## src/logic/elink_cfg_consts.svh

```systemverilog
// elink configuration endpoint constants
// packet width, local chip id, address groups and register indices
`ifndef ELINK_CFG_CONSTS_SVH
`define ELINK_CFG_CONSTS_SVH

// mesh packet width in bits
`define CFG_PW 104

// local chip id, compared against dstaddr[31:20]
`define CFG_CHIP_ID 12'h999

// address groups in dstaddr[19:16]
`define CFG_GROUP_MMU 4'hD
`define CFG_GROUP_RR 4'hE
`define CFG_GROUP_MMR 4'hF

// config register file, index from addr[4:3]
`define CFG_REG_VERSION 2'd0
`define CFG_REG_CTRL 2'd1
`define CFG_REG_SCRATCH 2'd2

// countdown timer, index from addr[4:3]
`define TMR_REG_CFG 2'd0
`define TMR_REG_LOAD 2'd1
`define TMR_REG_COUNT 2'd2

// fixed version word, read only
`define CFG_VERSION_VAL 32'h0001_0203

`endif

```

## src/logic/elink_cfg_pkg.sv

```systemverilog
// elink configuration endpoint types
// vector types for the mesh packet fields and the register bus
`default_nettype none

`include "elink_cfg_consts.svh"

package elink_cfg_pkg;

   // mesh address, chip id in [31:20], group in [19:16]
   typedef logic [31:0] addr_t;

   // mesh data word
   typedef logic [31:0] data_t;

   // transfer size code
   typedef logic [1:0] datamode_t;

   // transaction control bits
   typedef logic [3:0] ctrlmode_t;

   // whole packet, write flag in bit 0
   typedef logic [`CFG_PW-1:0] packet_t;

   // chip id field
   typedef logic [11:0] chip_id_t;

   // address group code
   typedef logic [3:0] group_t;

   // register bus address, low bits of dstaddr
   typedef logic [14:0] mi_addr_t;

   // register bus word, srcaddr over data
   typedef logic [63:0] mi_word_t;

   // register index within a target, addr[4:3]
   typedef logic [1:0] reg_idx_t;

endpackage

`default_nettype wire

```

## src/logic/mi_bus_if.sv

```systemverilog
// register bus between the access decoder and the register targets
// one select per target, shared write strobe, address and data
`timescale 1ns/1ps
`default_nettype none

interface mi_bus_if;

   import elink_cfg_pkg::*;

   // target selects, one cycle wide
   logic     cfg_en;
   logic     timer_en;

   // shared request fields
   logic     we;
   mi_addr_t addr;
   mi_word_t din;

   // readback, zero when not selected for a read
   mi_word_t cfg_dout;
   mi_word_t timer_dout;

   // decoder side
   modport master (output cfg_en, timer_en, we, addr, din,
                   input  cfg_dout, timer_dout);

   // config register file side
   modport cfg_target (input  cfg_en, we, addr, din,
                       output cfg_dout);

   // timer side
   modport timer_target (input  timer_en, we, addr, din,
                         output timer_dout);

endinterface

`default_nettype wire

```

## src/logic/cfg_access_decoder.sv

```systemverilog
// mesh access decoder for the configuration endpoint
// splits packets, selects a register target, forwards remote-group
// traffic and builds readback packets for local reads
`timescale 1ns/1ps
`default_nettype none

`include "elink_cfg_consts.svh"

module cfg_access_decoder
  #(parameter bit RX = 1'b0)
   (
   input  wire                     clk,
   input  wire                     nreset,
   input  wire                     access_in,
   input  wire elink_cfg_pkg::packet_t packet_in,
   input  wire                     wait_in,
   output logic                    access_out,
   output elink_cfg_pkg::packet_t  packet_out,
   mi_bus_if.master                mi
   );

   import elink_cfg_pkg::*;

   // incoming fields
   logic      write;
   datamode_t datamode;
   ctrlmode_t ctrlmode;
   addr_t     dstaddr;
   data_t     data;
   addr_t     srcaddr;
   chip_id_t  chip_id;
   group_t    group;

   // decode results
   logic      match;
   logic      cfg_hit;
   logic      timer_hit;
   logic      target_hit;
   logic      fwd_hit;
   logic      rd_hit;
   logic      rd_sel;
   mi_word_t  dout_mux;

   // output stage
   logic      access_out_reg;
   logic      readback_reg;
   logic      rb_live;
   mi_word_t  dout_hold;
   mi_word_t  rb_word;
   logic      write_reg;
   datamode_t datamode_reg;
   ctrlmode_t ctrlmode_reg;
   addr_t     dstaddr_reg;
   addr_t     srcaddr_reg;
   data_t     data_reg;
   addr_t     srcaddr_out;
   data_t     data_out;

   // packet split, bit 7 is always zero
   assign write    = packet_in[0];
   assign datamode = packet_in[2:1];
   assign ctrlmode = packet_in[6:3];
   assign dstaddr  = packet_in[39:8];
   assign data     = packet_in[71:40];
   assign srcaddr  = packet_in[103:72];

   assign chip_id = dstaddr[31:20];
   assign group   = dstaddr[19:16];

   // local packet, id match
   assign match = access_in & (chip_id == `CFG_CHIP_ID);

   // config regs at 0b01 plus RX in [10:8]
   assign cfg_hit = match & (group == `CFG_GROUP_MMR) & (dstaddr[10:8] == {2'b01, RX});

   // timer regs at 5 in [10:8], side picked by bit 5
   assign timer_hit = match & (group == `CFG_GROUP_MMR) & (dstaddr[10:8] == 3'h5) &
                      (dstaddr[5] == RX);

   assign target_hit = cfg_hit | timer_hit;
   assign rd_hit     = target_hit & ~write;

   // remote-group traffic nobody here claims
   assign fwd_hit = match & ~target_hit &
                    ((group == `CFG_GROUP_RR) | (group == `CFG_GROUP_MMR) |
                     (group == `CFG_GROUP_MMU));

   // bus drive, selects held off under wait
   assign mi.cfg_en   = cfg_hit & ~wait_in;
   assign mi.timer_en = timer_hit & ~wait_in;
   assign mi.we       = write & target_hit;
   assign mi.addr     = dstaddr[14:0];
   assign mi.din      = {srcaddr, data};

   // a read actually issued this cycle
   assign rd_sel = rd_hit & ~wait_in;

   // idle targets drive zero
   assign dout_mux = mi.cfg_dout | mi.timer_dout;

   // response strobe and readback tracking
   always_ff @(posedge clk or negedge nreset)
   begin
      if (!nreset)
      begin
         access_out_reg <= 1'b0;
         readback_reg   <= 1'b0;
         rb_live        <= 1'b0;
      end
      else
      begin
         // dout is only valid the cycle after a select
         rb_live <= rd_sel;
         if (!wait_in)
         begin
            access_out_reg <= fwd_hit | rd_hit;
            readback_reg   <= rd_hit;
         end
      end
   end

   // outgoing header, frozen while wait_in is high
   always_ff @(posedge clk)
   begin
      if (!wait_in)
      begin
         write_reg    <= write | rd_hit;
         datamode_reg <= datamode;
         ctrlmode_reg <= ctrlmode;
         // readback goes back to the requester
         dstaddr_reg  <= rd_hit ? srcaddr : dstaddr;
         srcaddr_reg  <= srcaddr;
         data_reg     <= data;
      end
      // keep read data once the target drops it
      if (rb_live)
         dout_hold <= dout_mux;
   end

   assign rb_word     = rb_live ? dout_mux : dout_hold;
   assign srcaddr_out = readback_reg ? rb_word[63:32] : srcaddr_reg;
   assign data_out    = readback_reg ? rb_word[31:0] : data_reg;

   // masked so a stalled response is not seen twice
   assign access_out = access_out_reg & ~wait_in;

   assign packet_out = {srcaddr_out, data_out, dstaddr_reg, 1'b0,
                        ctrlmode_reg, datamode_reg, write_reg};

   // no response leaks through back-pressure
   a_no_access_on_wait: assert property (@(posedge clk) disable iff (!nreset)
      wait_in |-> !access_out);

   // register targets never share an address window
   a_one_target: assert property (@(posedge clk) disable iff (!nreset)
      !(mi.cfg_en && mi.timer_en));

endmodule

`default_nettype wire

```

## src/logic/cfg_reg_file.sv

```systemverilog
// configuration register file
// read-only version, control word driven out, 64-bit scratch
`timescale 1ns/1ps
`default_nettype none

`include "elink_cfg_consts.svh"

module cfg_reg_file
   (
   input  wire                   clk,
   input  wire                   nreset,
   mi_bus_if.cfg_target          mi,
   output elink_cfg_pkg::data_t  cfg_ctrl
   );

   import elink_cfg_pkg::*;

   reg_idx_t idx;
   mi_word_t scratch;
   mi_word_t rdata;
   logic     wr_en;
   logic     rd_en;

   // register index within the window
   assign idx = mi.addr[4:3];

   assign wr_en = mi.cfg_en & mi.we;
   assign rd_en = mi.cfg_en & ~mi.we;

   // control word
   always_ff @(posedge clk or negedge nreset)
   begin
      if (!nreset)
         cfg_ctrl <= '0;
      else if (wr_en && (idx == `CFG_REG_CTRL))
         cfg_ctrl <= mi.din[31:0];
   end

   // scratch takes srcaddr and data together
   always_ff @(posedge clk)
   begin
      if (wr_en && (idx == `CFG_REG_SCRATCH))
         scratch <= mi.din;
   end

   // read select
   always_comb
   begin
      case (idx)
         `CFG_REG_VERSION:
            // fixed version word
            rdata = {32'h0, `CFG_VERSION_VAL};
         `CFG_REG_CTRL:
            rdata = {32'h0, cfg_ctrl};
         `CFG_REG_SCRATCH:
            rdata = scratch;
         default:
            // unmapped
            rdata = '0;
      endcase
   end

   // readback, zero unless read this cycle
   always_ff @(posedge clk or negedge nreset)
   begin
      if (!nreset)
         mi.cfg_dout <= '0;
      else if (rd_en)
         mi.cfg_dout <= rdata;
      else
         mi.cfg_dout <= '0;
   end

   // decoder select is always resolved
   a_cfg_en_known: assert property (@(posedge clk) disable iff (!nreset)
      !$isunknown(mi.cfg_en));

endmodule

`default_nettype wire

```

## src/logic/cfg_ctimer.sv

```systemverilog
// countdown timer target on the register bus
// loadable count, auto-reload, one-cycle expiry pulse
`timescale 1ns/1ps
`default_nettype none

`include "elink_cfg_consts.svh"

module cfg_ctimer
   (
   input  wire              clk,
   input  wire              nreset,
   mi_bus_if.timer_target   mi,
   output logic             timer_irq
   );

   import elink_cfg_pkg::*;

   reg_idx_t idx;
   logic     wr_en;
   logic     rd_en;
   logic     load_wr;
   logic     tmr_en;
   logic     auto_reload;
   logic     dec;
   data_t    load_val;
   data_t    count;
   mi_word_t rdata;

   assign idx     = mi.addr[4:3];
   assign wr_en   = mi.timer_en & mi.we;
   assign rd_en   = mi.timer_en & ~mi.we;
   assign load_wr = wr_en & (idx == `TMR_REG_LOAD);

   // counting step, a load write wins
   assign dec = tmr_en & (count != '0) & ~load_wr;

   // config bits and start value
   always_ff @(posedge clk or negedge nreset)
   begin
      if (!nreset)
      begin
         tmr_en      <= 1'b0;
         auto_reload <= 1'b0;
         load_val    <= '0;
      end
      else
      begin
         if (wr_en && (idx == `TMR_REG_CFG))
         begin
            tmr_en      <= mi.din[0];
            auto_reload <= mi.din[1];
         end
         if (load_wr)
            load_val <= mi.din[31:0];
      end
   end

   // count, irq one cycle after the 1 to 0 step
   always_ff @(posedge clk or negedge nreset)
   begin
      if (!nreset)
      begin
         count     <= '0;
         timer_irq <= 1'b0;
      end
      else
      begin
         timer_irq <= dec & (count == 32'd1);
         if (load_wr)
            count <= mi.din[31:0];
         else if (dec)
            count <= count - 32'd1;
         else if (tmr_en && auto_reload)
            // expired, start over
            count <= load_val;
      end
   end

   // readback, count is live
   always_comb
   begin
      case (idx)
         `TMR_REG_CFG:
            rdata = {62'h0, auto_reload, tmr_en};
         `TMR_REG_LOAD:
            rdata = {32'h0, load_val};
         `TMR_REG_COUNT:
            rdata = {32'h0, count};
         default:
            rdata = '0;
      endcase
   end

   always_ff @(posedge clk or negedge nreset)
   begin
      if (!nreset)
         mi.timer_dout <= '0;
      else
         mi.timer_dout <= rd_en ? rdata : '0;
   end

   // expiry is a single pulse even at load 1
   a_irq_pulse: assert property (@(posedge clk) disable iff (!nreset)
      timer_irq |=> !timer_irq);

endmodule

`default_nettype wire

```

## src/logic/elink_cfg_top.sv

```systemverilog
// elink configuration endpoint top
// access decoder with the config register file and countdown timer
// RX picks the receive or transmit register window
`timescale 1ns/1ps
`default_nettype none

module elink_cfg_top
  #(parameter bit RX = 1'b0)
   (
   // clock and reset
   input  wire                         clk,
   input  wire                         nreset,

   // incoming mesh packet
   input  wire                         access_in,
   input  wire elink_cfg_pkg::packet_t packet_in,

   // outgoing readback or forwarded packet
   input  wire                         wait_in,
   output logic                        access_out,
   output elink_cfg_pkg::packet_t      packet_out,

   // register outputs
   output elink_cfg_pkg::data_t        cfg_ctrl,
   output logic                        timer_irq
   );

   // register bus
   mi_bus_if mi ();

   // packet decode and response build
   cfg_access_decoder
     #(.RX (RX))
   u_decoder
     (
      .clk        (clk),
      .nreset     (nreset),
      .access_in  (access_in),
      .packet_in  (packet_in),
      .wait_in    (wait_in),
      .access_out (access_out),
      .packet_out (packet_out),
      .mi         (mi.master)
     );

   // version, control and scratch
   cfg_reg_file u_reg_file
     (
      .clk      (clk),
      .nreset   (nreset),
      .mi       (mi.cfg_target),
      .cfg_ctrl (cfg_ctrl)
     );

   // countdown timer
   cfg_ctimer u_ctimer
     (
      .clk       (clk),
      .nreset    (nreset),
      .mi        (mi.timer_target),
      .timer_irq (timer_irq)
     );

endmodule

`default_nettype wire

```

## config.mk

```make
export PLATFORM = sky130hd
export DESIGN_NAME = elink_cfg_top
export DESIGN_NICKNAME = d
export VERILOG_FILES = /design/src/logic/elink_cfg_pkg.sv /design/src/logic/mi_bus_if.sv /design/src/logic/cfg_access_decoder.sv /design/src/logic/cfg_reg_file.sv /design/src/logic/cfg_ctimer.sv /design/src/logic/elink_cfg_top.sv
export VERILOG_INCLUDE_DIRS = /design/src /design/src/logic
export SDC_FILE = /design/constraint.sdc
export NUM_CORES = 1
export LEC_CHECK = 0
export BUFFER_PORTS_ARGS = -buffer_cell sky130_fd_sc_hd__buf_4
export CORE_UTILIZATION = 60
export CTS_BUF_LIST = sky130_fd_sc_hd__clkbuf_2
export CTS_CLUSTER_SIZE = 14
export DETAILED_ROUTE_END_ITERATION = 8
export HOLD_SLACK_MARGIN = 0.1
export PLACE_DENSITY_LB_ADDON = 0.08
export SLEW_MARGIN = 20
export SYNTH_ARGS = -nofsm -noshare
export SYNTH_HDL_FRONTEND = slang
export SYNTH_HIERARCHICAL = 1
export SYNTH_SLANG_ARGS = --single-unit
export TNS_END_PERCENT = 10
```

## constraint.sdc

```tcl
create_clock -name clk -period 5.4 [get_ports clk]
set_input_delay 1.08 -clock clk [delete_from_list [all_inputs] [get_ports clk]]
set_output_delay 1.08 -clock clk [all_outputs]
set_load 0.005 [all_outputs]
```

==> results.md <==
- Multi-input logic area: 5769 µm²
- Cell with the largest stage delay on the worst path: dfrtp_4
- Fin crit share: 0.7843
- Fin. Hold Viols: 0
- Setup crit end: packet_out[77]
- Switching power: 1.443 mW
- Hpwl dp: 25.33 mm
- Max_cap viols: 0
- Worst vdd ir: 169.2 µV
- Leakage Power: 9.298 nW
- Clk_skew: 57.15 ps
- RSZ-0062 raised after global routing: false
- Worst R2R Path Depth: 6
- Worst-Margin Slew: 1078 ps
- Setup bufs post-CTS: 0
- Crit. End Element: output pin
- Drt drc: 0
- Per-cell routed wire length: 18.34 µm
- Worst r2r dst: u_ctimer/count[20]
- Clock transition at path regs: 90 ps
- CP Depth: 4
- Global route overflow: 0
- YS warnings: 6
- DR vias/cell: 5.528
- Max clock buf depth: 3
- Pwr/cell area: 289.3 nW/µm²
- IO Count: 246
- Power share of the combinational group: 0.059
- RePlAce Congestion: 0.8568
- Core ar.: 29640 µm²
- Setup_tns: 0 ps
- Gr usage total: 0.2654
- Vert. Die Dim: 175.6 µm
- DRT Pass-1 Iters: 7
- Largest net degree at the start of global routing: 102
- R2r setup slk: 1950 ps
- Post-route minimum period: 4235 ps
- First-iteration detailed-routing DRC count: 921
- Hold Path Class: in -> async
- CTS Root Cell: clkbuf_2
- Commonest non-fill, non-tap cell in the layout: buf_4
- Crit-path max cell delay: 1150 ps
- Biggest regs: u_decoder/dout_hold x64, u_reg_file/mi.cfg_dout x64, u_reg_file/scratch x64
- Mapped Avg Cell Area: 12.06 µm²
- Clock power share: 0.359
- Post-route ant nets: 0
- Pre-CTS setup slack: 1335 ps
- CTS Hold Bufs: 0
- Most frequent cells in the layout: buf_4 (264), nor2_1 (220), dfrtp_1 (196)
- FP Rows: 63
- Clock Latency Late Sink: 930 ps
- Cts bufs inserted: 104
- Post-Route WL: 40.37 mm
- Vias in the first global route: 12.09k
- Port bufs: 243
- # resized after CTS: 0
- Slew Limit Headroom: 0.2812
- Gate count of the mapped netlist: 1500
- Switch share: 0.2426
- Post-synthesis cell area: 18090 µm²
- Final Net Count: 1830
- Ratio of cells with drive above 1 in the final layout: 0.3293
- CP dominant cell by count: buf_4
- Max FO, Critical Path: 93
- Total number of vias: 12.17k
- Crit path cell chain: buf_4 > a21oi_1 > mux2_2 > buf_4
- First-pass GRT wire length: 63.96 mm
- Final Max Tran Viols: 0
- Synth-to-layout area growth: 13.70%
- TritonCTS clock tree: yes
- Critical path type: reg -> out
- Crit path launch type: flip-flop
- Initial Util: 0.6103
- R2r startpoint: u_ctimer/count[25]
- F_max: 0.2361 GHz
- Die X: 175.6 µm
- Filler instances: 2270
- Worst EP required: 4320 ps
- Cell family with the largest share of critical-path delay: flip-flops
- Die ar.: 30850 µm²
- Final number of setup-violating endpoints: 0
- Beginning of the critical path: u_decoder/rb_live
- CTS HTree Levels: 3
- Clk sink count: 429
- WP buf/inv: 2
- Reg area: 11260 µm²
- Worst setup margin: 1165 ps
- Sequential Power Share: 0.582
- Internal Power: 4.507 mW
- Initial antenna violation count: 1
- Run status: completed
- Worst path arrival time: 3160 ps
[how the worst min path moves through the flow]
stage	to	from
3_5_place_dp	u_reg_file/mi.cfg_dout[54]	u_reg_file/scratch[54]
6_report	u_reg_file/mi.cfg_dout[41]	nreset
5_1_grt	u_reg_file/mi.cfg_dout[41]	nreset
3_3_place_gp	u_reg_file/mi.cfg_dout[33]	u_reg_file/scratch[33]
4_1_cts	u_reg_file/mi.cfg_dout[38]	nreset
2_1_floorplan	u_reg_file/mi.cfg_dout[32]	u_reg_file/scratch[32]
[power groups by stage]
stage	logic (mW)	clock network, mW	registers (mW)
6_report	0.350	2.14	3.46
5_1_grt	0.379	2.38	3.47
4_1_cts	0.354	2.21	3.46
3_5_place_dp	0.353	0	3.53
3_3_place_gp	0.349	0	3.53
2_1_floorplan	0.162	0	3.54
[per-layer routing]
metal  global-route usage  part of all wire  wire (µm)  vias to the layer above
li1                     -                 -          -                     5678
met1               0.3526              0.43      17190                     5962
met2               0.4364              0.49      19700                      480
met3              0.05455             0.070       2843                       48
met4              0.09022             0.016        638                        0
met5                    0                 0          0                        -
[per-stage QoR]
stage,hold slack (ps),utilization,cell area (µm²),power (mW),instances
after floorplan,427.1,-,18210,3.697,1531
after global placement,429.4,0.6603,19570,3.879,2003
after detailed placement,432.9,0.6603,19570,3.886,2003
after CTS,184.3,0.6938,20560,6.026,2200
after global routing,215.5,0.6939,20570,6.225,2201
final,215.2,0.6939,20570,5.950,2201
[area by class of cell]
| cell class | instances | area share |
|---|---|---|
| Inverter | 10 | 0.001947 |
| Timing Repair Buffer | 266 | 0.09801 |
| Clock buffer | 171 | 0.04161 |
| Multi-Input combinational cell | 908 | 0.2805 |
| Clock inverter | 26 | 0.006753 |
| Tap cell | 390 | 0.02373 |
| Antenna cell | 1 | 0.0001217 |
| Sequential cell | 429 | 0.5473 |
No activity file was read; power rests on OpenSTA's default activity.
